[config.mk]
export PLATFORM = sky130hd
export DESIGN_NAME = dispatch_top
export DESIGN_NICKNAME = d
export VERILOG_FILES = /design/src/logic/dispatch_pkg.sv /design/src/logic/dispatch_decode.sv /design/src/logic/hazard_unit.sv /design/src/logic/dispatch_pipe_reg.sv /design/src/logic/dispatch_top.sv
export VERILOG_INCLUDE_DIRS = /design/src /design/src/logic
export SDC_FILE = /design/constraint.sdc
export NUM_CORES = 1
export LEC_CHECK = 0
export BUFFER_PORTS_ARGS = -buffer_cell sky130_fd_sc_hd__buf_2
export CORE_MARGIN = 2
export CORE_UTILIZATION = 48
export CTS_BUF_LIST = sky130_fd_sc_hd__clkbuf_2
export CTS_CLUSTER_SIZE = 28
export DETAILED_ROUTE_END_ITERATION = 10
export HOLD_SLACK_MARGIN = 0.06
export PLACE_DENSITY = 0.79
export SYNTH_ARGS = -nofsm -noshare
export SYNTH_HDL_FRONTEND = slang
export SYNTH_SLANG_ARGS = --single-unit
[constraint.sdc]
create_clock -name clk -period 6.5 [get_ports clk]
set_input_delay 1.3 -clock clk [delete_from_list [all_inputs] [get_ports clk]]
set_output_delay 1.3 -clock clk [all_outputs]
set_load 0.005 [all_outputs]
[src/logic/dispatch_params.svh]
////////////////////////////////////////
// width defines for the dispatch stage
// data, register index, commit id and
// byte write mask
////////////////////////////////////////

`ifndef DISPATCH_PARAMS_SVH
`define DISPATCH_PARAMS_SVH

// operand and address width
`define DATA_WIDTH 32

// register file index
`define REG_ADDR_WIDTH 5

// load identifier, sets the scoreboard depth
`define COMMIT_ID_WIDTH 2

// byte lanes per data word
`define WMASK_WIDTH 4

`endif

[src/logic/dispatch_pkg.sv]
////////////////////////////////////////
// dispatch stage types
// operation enums, ALU and memory
// payload structs
////////////////////////////////////////

`include "dispatch_params.svh"

package dispatch_pkg;

    // instruction class from decode
    typedef enum logic [1:0] {
        CLASS_NONE  = 2'd0,
        CLASS_ALU   = 2'd1,
        CLASS_LOAD  = 2'd2,
        CLASS_STORE = 2'd3
    } op_class_e;

    typedef enum logic [2:0] {
        ALU_ADD = 3'd0,
        ALU_SUB = 3'd1,
        ALU_AND = 3'd2,
        ALU_OR  = 3'd3,
        ALU_XOR = 3'd4,
        ALU_SLL = 3'd5,
        ALU_SRL = 3'd6,
        ALU_SLT = 3'd7
    } alu_op_e;

    // access size, 2'd3 is unused
    typedef enum logic [1:0] {
        SIZE_BYTE = 2'd0,
        SIZE_HALF = 2'd1,
        SIZE_WORD = 2'd2
    } mem_size_e;

    typedef struct packed {
        alu_op_e                    op;
        logic [`DATA_WIDTH-1:0]     op1;
        logic [`DATA_WIDTH-1:0]     op2;
        logic [`REG_ADDR_WIDTH-1:0] rd;
    } alu_req_t;

    typedef struct packed {
        logic                        is_load;
        mem_size_e                   size;
        logic                        is_unsigned;
        logic [`DATA_WIDTH-1:0]      addr;
        logic [`WMASK_WIDTH-1:0]     wmask;
        logic [`DATA_WIDTH-1:0]      wdata;
        logic [`REG_ADDR_WIDTH-1:0]  rd;
        logic [`COMMIT_ID_WIDTH-1:0] commit_id;
        logic                        misaligned;
    } mem_req_t;

endpackage

[src/logic/dispatch_decode.sv]
////////////////////////////////////////
// dispatch_decode
// ALU operand select, load/store address,
// write mask, store data, misalignment
////////////////////////////////////////

`timescale 1ns/100ps

`include "dispatch_params.svh"

module dispatch_decode (
    input  dispatch_pkg::op_class_e     dec_class_i,
    input  dispatch_pkg::alu_op_e       dec_alu_op_i,
    input  dispatch_pkg::mem_size_e     dec_mem_size_i,
    input  logic                        dec_mem_unsigned_i,
    input  logic                        dec_use_imm_i,
    input  logic [`DATA_WIDTH-1:0]      dec_imm_i,
    input  logic [`DATA_WIDTH-1:0]      rs1_rdata_i,
    input  logic [`DATA_WIDTH-1:0]      rs2_rdata_i,
    input  logic [`REG_ADDR_WIDTH-1:0]  rd_addr_i,

    output dispatch_pkg::alu_req_t      alu_req_o,
    output dispatch_pkg::mem_req_t      mem_req_o,
    output logic                        alloc_req_o
);

    logic                     is_load;
    logic                     is_store;
    logic [`DATA_WIDTH-1:0]   mem_addr;
    logic                     misaligned;
    logic [`WMASK_WIDTH-1:0]  lane_mask;
    logic [`WMASK_WIDTH-1:0]  wmask;
    logic [`DATA_WIDTH-1:0]   wdata;

    assign is_load  = (dec_class_i == dispatch_pkg::CLASS_LOAD);
    assign is_store = (dec_class_i == dispatch_pkg::CLASS_STORE);

    // effective address, rs1 + imm
    assign mem_addr = rs1_rdata_i + dec_imm_i;

    // half needs bit 0 clear, word needs both low bits clear
    always_comb begin
        misaligned = 1'b0;
        if (is_load || is_store) begin
            case (dec_mem_size_i)
                dispatch_pkg::SIZE_HALF: misaligned = mem_addr[0];
                dispatch_pkg::SIZE_WORD: misaligned = (mem_addr[1:0] != 2'b00);
                default:                 misaligned = 1'b0;
            endcase
        end
    end

    // byte lanes touched by the access
    always_comb begin
        case (dec_mem_size_i)
            dispatch_pkg::SIZE_BYTE: lane_mask = `WMASK_WIDTH'(1) << mem_addr[1:0];
            dispatch_pkg::SIZE_HALF: lane_mask = `WMASK_WIDTH'(2'b11) << {mem_addr[1], 1'b0};
            dispatch_pkg::SIZE_WORD: lane_mask = '1;
            default:                 lane_mask = '0;
        endcase
    end

    // only an aligned store writes any lane
    assign wmask = (is_store && !misaligned) ? lane_mask : '0;

    // narrow store data copied to every lane
    always_comb begin
        case (dec_mem_size_i)
            dispatch_pkg::SIZE_BYTE: wdata = {`WMASK_WIDTH{rs2_rdata_i[7:0]}};
            dispatch_pkg::SIZE_HALF: wdata = {(`WMASK_WIDTH / 2){rs2_rdata_i[15:0]}};
            default:                 wdata = rs2_rdata_i;
        endcase
    end

    // ALU payload
    always_comb begin
        alu_req_o.op  = dec_alu_op_i;
        alu_req_o.op1 = rs1_rdata_i;
        alu_req_o.op2 = dec_use_imm_i ? dec_imm_i : rs2_rdata_i;
        alu_req_o.rd  = rd_addr_i;
    end

    // memory payload, commit id is filled in at the top level
    always_comb begin
        mem_req_o.is_load     = is_load;
        mem_req_o.size        = dec_mem_size_i;
        mem_req_o.is_unsigned = dec_mem_unsigned_i;
        mem_req_o.addr        = mem_addr;
        mem_req_o.wmask       = wmask;
        mem_req_o.wdata       = wdata;
        mem_req_o.rd          = rd_addr_i;
        mem_req_o.commit_id   = '0;
        mem_req_o.misaligned  = misaligned;
    end

    // a misaligned load traps and never writes back
    assign alloc_req_o = is_load && !misaligned;

endmodule

[src/logic/hazard_unit.sv]
////////////////////////////////////////
// hazard_unit
// load scoreboard, commit id counter
// and the dispatch stall decision
////////////////////////////////////////

`timescale 1ns/100ps

`include "dispatch_params.svh"

module hazard_unit (
    input  logic                        clk,
    input  logic                        rst_n_i,

    input  logic                        inst_valid_i,
    input  dispatch_pkg::op_class_e     dec_class_i,
    input  logic [`REG_ADDR_WIDTH-1:0]  rs1_addr_i,
    input  logic [`REG_ADDR_WIDTH-1:0]  rs2_addr_i,
    input  logic                        rs1_re_i,
    input  logic                        rs2_re_i,
    input  logic [`REG_ADDR_WIDTH-1:0]  rd_addr_i,
    input  logic                        alloc_req_i,
    input  logic                        accept_i,

    // writeback retires one load per cycle
    input  logic                        commit_valid_i,
    input  logic [`COMMIT_ID_WIDTH-1:0] commit_id_i,

    output logic                        hazard_stall_o,
    output logic [`COMMIT_ID_WIDTH-1:0] commit_id_o
);

    localparam int ENTRIES = 1 << `COMMIT_ID_WIDTH;

    logic [ENTRIES-1:0]          busy_q;
    logic [`REG_ADDR_WIDTH-1:0]  rd_q [ENTRIES];
    logic [`COMMIT_ID_WIDTH-1:0] next_id_q;

    logic writes_rd;
    logic raw_hit;
    logic waw_hit;
    logic full_hit;
    logic alloc_fire;

    assign writes_rd = (dec_class_i == dispatch_pkg::CLASS_ALU) ||
                       (dec_class_i == dispatch_pkg::CLASS_LOAD);

    // compare sources and destination against every pending load
    always_comb begin
        raw_hit = 1'b0;
        waw_hit = 1'b0;
        for (int i = 0; i < ENTRIES; i++) begin
            // x0 is never a real dependency
            if (busy_q[i] && (rd_q[i] != '0)) begin
                if (rs1_re_i && (rs1_addr_i == rd_q[i])) begin
                    raw_hit = 1'b1;
                end
                if (rs2_re_i && (rs2_addr_i == rd_q[i])) begin
                    raw_hit = 1'b1;
                end
                if (writes_rd && (rd_addr_i == rd_q[i])) begin
                    waw_hit = 1'b1;
                end
            end
        end
    end

    // no free id for a new load
    assign full_hit = alloc_req_i && busy_q[next_id_q];

    // uses registered state only, a commit frees the entry next cycle
    assign hazard_stall_o = inst_valid_i && (raw_hit || waw_hit || full_hit);

    assign alloc_fire  = accept_i && alloc_req_i;
    assign commit_id_o = next_id_q;

    always_ff @(posedge clk or negedge rst_n_i) begin
        if (!rst_n_i) begin
            busy_q    <= '0;
            next_id_q <= '0;
        end else begin
            // stray commit for an idle entry is dropped
            if (commit_valid_i && busy_q[commit_id_i]) begin
                busy_q[commit_id_i] <= 1'b0;
            end
            if (alloc_fire) begin
                busy_q[next_id_q] <= 1'b1;
                // wraps after the last entry
                next_id_q <= next_id_q + 1'b1;
            end
        end
    end

    // destination of each pending load
    always_ff @(posedge clk) begin
        if (alloc_fire) begin
            rd_q[next_id_q] <= rd_addr_i;
        end
    end

endmodule

[src/logic/dispatch_pipe_reg.sv]
////////////////////////////////////////
// dispatch_pipe_reg
// one stage register with valid bit,
// hold under back-pressure
////////////////////////////////////////

`timescale 1ns/100ps

module dispatch_pipe_reg #(
    parameter type payload_t = logic
) (
    input  logic     clk,
    input  logic     rst_n_i,
    input  logic     hold_i,
    input  logic     load_i,
    input  payload_t data_i,

    output logic     valid_o,
    output payload_t data_o
);

    // valid drops to a bubble when nothing is loaded
    always_ff @(posedge clk or negedge rst_n_i) begin
        if (!rst_n_i) begin
            valid_o <= 1'b0;
        end else if (!hold_i) begin
            valid_o <= load_i;
        end
    end

    always_ff @(posedge clk) begin
        if (!hold_i && load_i) begin
            data_o <= data_i;
        end
    end

endmodule

[src/logic/dispatch_top.sv]
////////////////////////////////////////
// dispatch_top
// decode logic, hazard unit and the
// ALU and memory output registers
////////////////////////////////////////

`timescale 1ns/100ps

`include "dispatch_params.svh"

module dispatch_top (
    input  logic                        clk,
    input  logic                        rst_n_i,
    input  logic                        stall_i,

    // decoded instruction
    input  logic                        inst_valid_i,
    input  dispatch_pkg::op_class_e     dec_class_i,
    input  dispatch_pkg::alu_op_e       dec_alu_op_i,
    input  dispatch_pkg::mem_size_e     dec_mem_size_i,
    input  logic                        dec_mem_unsigned_i,
    input  logic                        dec_use_imm_i,
    input  logic [`DATA_WIDTH-1:0]      dec_imm_i,
    input  logic [`REG_ADDR_WIDTH-1:0]  rs1_addr_i,
    input  logic [`REG_ADDR_WIDTH-1:0]  rs2_addr_i,
    input  logic                        rs1_re_i,
    input  logic                        rs2_re_i,
    input  logic [`REG_ADDR_WIDTH-1:0]  rd_addr_i,
    input  logic [`DATA_WIDTH-1:0]      rs1_rdata_i,
    input  logic [`DATA_WIDTH-1:0]      rs2_rdata_i,

    // load writeback
    input  logic                        commit_valid_i,
    input  logic [`COMMIT_ID_WIDTH-1:0] commit_id_i,

    output logic                        hazard_stall_o,

    // ALU port
    output logic                        alu_valid_o,
    output dispatch_pkg::alu_op_e       alu_op_o,
    output logic [`DATA_WIDTH-1:0]      alu_op1_o,
    output logic [`DATA_WIDTH-1:0]      alu_op2_o,
    output logic [`REG_ADDR_WIDTH-1:0]  alu_rd_o,

    // load/store port
    output logic                        mem_valid_o,
    output logic                        mem_load_o,
    output dispatch_pkg::mem_size_e     mem_size_o,
    output logic                        mem_unsigned_o,
    output logic [`DATA_WIDTH-1:0]      mem_addr_o,
    output logic [`WMASK_WIDTH-1:0]     mem_wmask_o,
    output logic [`DATA_WIDTH-1:0]      mem_wdata_o,
    output logic [`REG_ADDR_WIDTH-1:0]  mem_rd_o,
    output logic [`COMMIT_ID_WIDTH-1:0] mem_commit_id_o,
    output logic                        mem_misaligned_o
);

    dispatch_pkg::alu_req_t      alu_req;
    dispatch_pkg::mem_req_t      mem_req;
    dispatch_pkg::mem_req_t      mem_req_id;
    dispatch_pkg::alu_req_t      alu_q;
    dispatch_pkg::mem_req_t      mem_q;
    logic                        alloc_req;
    logic [`COMMIT_ID_WIDTH-1:0] next_commit_id;
    logic                        accept;
    logic                        alu_load;
    logic                        mem_load;

    assign accept   = inst_valid_i && !hazard_stall_o && !stall_i;
    assign alu_load = accept && (dec_class_i == dispatch_pkg::CLASS_ALU);
    assign mem_load = accept && ((dec_class_i == dispatch_pkg::CLASS_LOAD) ||
                                 (dec_class_i == dispatch_pkg::CLASS_STORE));

    // every memory op carries the current id
    always_comb begin
        mem_req_id           = mem_req;
        mem_req_id.commit_id = next_commit_id;
    end

    dispatch_decode u_dispatch_decode (
        .dec_class_i       (dec_class_i),
        .dec_alu_op_i      (dec_alu_op_i),
        .dec_mem_size_i    (dec_mem_size_i),
        .dec_mem_unsigned_i(dec_mem_unsigned_i),
        .dec_use_imm_i     (dec_use_imm_i),
        .dec_imm_i         (dec_imm_i),
        .rs1_rdata_i       (rs1_rdata_i),
        .rs2_rdata_i       (rs2_rdata_i),
        .rd_addr_i         (rd_addr_i),
        .alu_req_o         (alu_req),
        .mem_req_o         (mem_req),
        .alloc_req_o       (alloc_req)
    );

    hazard_unit u_hazard_unit (
        .clk           (clk),
        .rst_n_i       (rst_n_i),
        .inst_valid_i  (inst_valid_i),
        .dec_class_i   (dec_class_i),
        .rs1_addr_i    (rs1_addr_i),
        .rs2_addr_i    (rs2_addr_i),
        .rs1_re_i      (rs1_re_i),
        .rs2_re_i      (rs2_re_i),
        .rd_addr_i     (rd_addr_i),
        .alloc_req_i   (alloc_req),
        .accept_i      (accept),
        .commit_valid_i(commit_valid_i),
        .commit_id_i   (commit_id_i),
        .hazard_stall_o(hazard_stall_o),
        .commit_id_o   (next_commit_id)
    );

    dispatch_pipe_reg #(
        .payload_t(dispatch_pkg::alu_req_t)
    ) u_alu_reg (
        .clk    (clk),
        .rst_n_i(rst_n_i),
        .hold_i (stall_i),
        .load_i (alu_load),
        .data_i (alu_req),
        .valid_o(alu_valid_o),
        .data_o (alu_q)
    );

    dispatch_pipe_reg #(
        .payload_t(dispatch_pkg::mem_req_t)
    ) u_mem_reg (
        .clk    (clk),
        .rst_n_i(rst_n_i),
        .hold_i (stall_i),
        .load_i (mem_load),
        .data_i (mem_req_id),
        .valid_o(mem_valid_o),
        .data_o (mem_q)
    );

    assign alu_op_o  = alu_q.op;
    assign alu_op1_o = alu_q.op1;
    assign alu_op2_o = alu_q.op2;
    assign alu_rd_o  = alu_q.rd;

    assign mem_load_o       = mem_q.is_load;
    assign mem_size_o       = mem_q.size;
    assign mem_unsigned_o   = mem_q.is_unsigned;
    assign mem_addr_o       = mem_q.addr;
    assign mem_wmask_o      = mem_q.wmask;
    assign mem_wdata_o      = mem_q.wdata;
    assign mem_rd_o         = mem_q.rd;
    assign mem_commit_id_o  = mem_q.commit_id;
    assign mem_misaligned_o = mem_q.misaligned;

endmodule

==> impl_metrics.py <==
metrics = {
    "outcome": {
        "status": "completed",
    },
    "clock_network": {
        "clock_path_buffers": 2,
        "htreeDepth": 4,
        "numCtsBuffers": 17,
        "cts.clk_slew.worst_paths_ns": 0.26,
        "cts_sinks": 180,
        "post_cts_resized": 0,
        "cts_tree": "built",
        "post-cts-setup-buffers": 0,
        "root_buffer": "clkbuf_2",
        "postCtsHoldBufs": 0,
        "clkLatencyLatePin_ns": 0.76,
    },
    "route": {
        "ant_nets": 0,
        "vias": 6492,
        "drtIter0Drc": 314,
        "dr.pass1.iters": 4,
        "drc_errors": 0,
        "wire_per_inst_um": 20.4,
        "finalWirelength_um": 23900,
        "via_per_inst": 5.54,
    },
    "floorplanning": {
        "die_w_um": 139,
        "floorplan.core_area_um2": 18000,
        "die_area_um2": 19400,
        "initial_core_util_pct": 49.0,
        "die_h_um": 139,
        "rows": 49,
        "ios": 284,
    },
    "sta": {
        "setup_tns_ns": 0,
        "relSlewSlack_pct": 31.7,
        "finalCriticalPeriod_ns": 4.53,
        "skew_ns": 0.0362,
        "worst_pin_slew_ns": 1.03,
        "final-hold-violation-count": 0,
        "finalWorstSetupSlack_ns": 1.97,
        "finalSetupViolations": 0,
        "rsz0062_at_grt": "false",
        "finalCritPeriodShare_pct": 69.7,
        "maxSlewViolCount": 0,
        "fmax_mhz": 221,
    },
    "layout": {
        "antenna_cells": 0,
        "fin_area_um2": 10800,
        "final_cells": 1172,
        "drive_above_1_share_pct": 38.6,
        "area_growth_pct": 22.3,
        "fin_util_pct": 60.0,
        "fill_cells": 1519,
        "nets": 1102,
    },
    "synthesis": {
        "netlist_top_cells_area": "edfxtp_1, ha_1, mux2_2",
        "synth-edff-count": 172,
        "ys_types": 54,
        "ys.flop_type": "edfxtp_1",
        "synth_nets": 812,
        "netlist_area_um2": 8810,
        "async_flop_share_pct": 4.44,
        "synth_seq_cells": 180,
        "ys.warnings.count": 0,
        "synth_cells": 640,
        "synth_top_area_share_pct": 58.7,
        "ys_seq_area_share_pct": 60.9,
        "postSynthAreaPerCell_um2": 13.8,
        "synthDominantAreaCellType": "edfxtp_1",
    },
    "setup_path": {
        "start_kind": "input port",
        "crit_type": "in2out",
        "critPathMaxStageDelay_ns": 0.59,
        "worstPathArrival_ns": 3.23,
        "cpMaxStageDelayCell": "fa_1",
        "timing.rr.start": "u_hazard_unit.rd_q[2][1]",
        "cpMostUsedCell": "nand2_1",
        "cp_cell_sequence": "buf_2 > ha_1 > fa_1 > nand2_1 > nand2_1 > nand2_1 > a32oi_1 > nand4b_1 > and2_1 > buf_2",
        "crit_path_end_kind": "output pin",
        "cp-startpoint": "dec_imm_i[0]",
        "crit_buf_inv": 2,
        "critPathMaxFanout": 5,
        "critPathTopFamily": "adder cells",
        "required_ns": 5.20,
    },
    "placed_design": {
        "postPlaceCellArea_um2": 10500,
        "io_buffer_count": 283,
        "placed_cells": 1140,
        "dp_hpwl_um": 18300,
        "gp_congestion": 0.914,
        "place_ws_ns": 1.97,
    },
    "grt": {
        "track_usage_pct": 24.2,
        "grt_pass1_wl_um": 35700,
        "antenna_found_initial": 0,
        "grt_overflow": 0,
        "grt_pass1_vias": 6622,
        "grt_max_degree": 74,
    },
    "power": {
        "irDropWorstVdd_v": 0.000114,
        "p_leak_uw": 0.00446,
        "power_density_nw_per_um2": 229,
    },
    "job": {
        "maxCapViolCount": 0,
    },
    "hold_path": {
        "hold_path_class": "in2async",
    },
}
## power by group
part | total, uW | switching (uW) | internal (uW)
Combinational | 428 | 237 | 191
Clock | 665 | 401 | 263
Sequential | 1370 | 31.1 | 1340
Total | 2460 | 669 | 1800
## registers in the layout, indices dropped and copies added, names as in the netlist
register,flops
u_mem_reg.data_o,80
u_alu_reg.data_o,72
u_hazard_unit.rd_q,20
u_hazard_unit.busy_q,4
u_hazard_unit.commit_id_o,2
u_alu_reg.valid_o,1
u_mem_reg.valid_o,1
## cells by family after synthesis
logic type | Yosys count | synth area share (%)
compound gates | 130 | 10.1
xor+xnor | 84 | 8.35
fa+ha+maj | 43 | 6.19
buf+inv | 34 | 1.53
flops | 180 | 60.9
mux | 43 | 5.65
simple gates | 126 | 7.25
## cell type report
type | instances | area, um^2 | area share [%]
clock buffer | 19 | 95.1 | 0.883
timing repair buffer | 284 | 1440 | 13.3
clock inverter | 13 | 193 | 1.79
tap | 229 | 287 | 2.66
sequential | 180 | 5370 | 49.8
inverter | 21 | 78.8 | 0.732
multi-input combinational | 426 | 3320 | 30.8
## routing by layer
layer | share of wire, % | vias up | GRT usage (%)
met5 | 0 | - | 0
met4 | 3.0 | 0 | 10.2
met3 | 7.9 | 52 | 7.36
met2 | 50 | 267 | 41.2
met1 | 39 | 3158 | 28.5
li1 | - | 3015 | -
## worst reg2reg max path, stage by stage (launching register included)
cell and delay (ns):
edfxtp_1 0.54, or4_1 0.55, o21a_1 0.21, and4_4 0.16, o41ai_2 0.30, nand4b_1 0.20
nor3b_2 0.25, nor2b_4 0.55, buf_12 0.39
## synthesized netlist by cell type (all sizes together) (3+ instances only)
master / count
inv: 21
o21bai: 4
o21a: 5
mux2: 41
nor4: 10
a21oi: 29
a22o: 12
o31ai: 4
edfxtp: 172
nand3: 13
a22oi: 9
or4: 4
dfrtp: 8
nor2b: 3
xor2: 44
a32oi: 3
a21o: 15
clkbuf: 8
nand2: 32
nand2b: 3
a31oi: 4
and3: 3
nor3: 6
buf: 5
nor2: 29
ha: 42
a21boi: 4
a211oi: 7
xnor2: 40
nand4: 4
nand3b: 4
and2: 9
o21ai: 21
## cells in the final DEF (no fill, tap or decap), drive strengths merged, types with 5 or more instances in the layout
cell type	synthesis	final
nor3	6	6
ha	42	42
xnor2	40	40
nand2	32	32
dfrtp	8	8
mux2	41	41
inv	21	26
a21oi	29	29
a21o	15	15
edfxtp	172	172
buf	5	284
a22o	12	12
a22oi	9	9
a211oi	7	7
o21a	5	5
nor4	10	10
and2	9	9
xor2	44	44
clkbuf	8	19
nand3	13	13
o21ai	21	21
nor2	29	29
## worst paths after layout
check	end	slack, ns	depth (start not counted)
max	hazard_stall_o	1.97	10
min	u_alu_reg.valid_o	0.32	1
max reg2reg	u_mem_reg.data_o[14]	2.96	8
min reg2reg	u_alu_reg.valid_o	0.52	1
max in group asynchronous	u_hazard_unit.commit_id_o[1]	6.02	1
min in group clk	u_alu_reg.valid_o	0.52	1
## per-stage QoR
stage	power (uW)	hold slack (ns)
2_1_floorplan	1650	0.476
3_3_place_gp	1810	0.460
3_5_place_dp	1820	0.469
4_1_cts	2480	0.248
5_1_grt	2560	0.254
6_report	2460	0.318
Note: power is estimated with default switching activity, not from simulation.
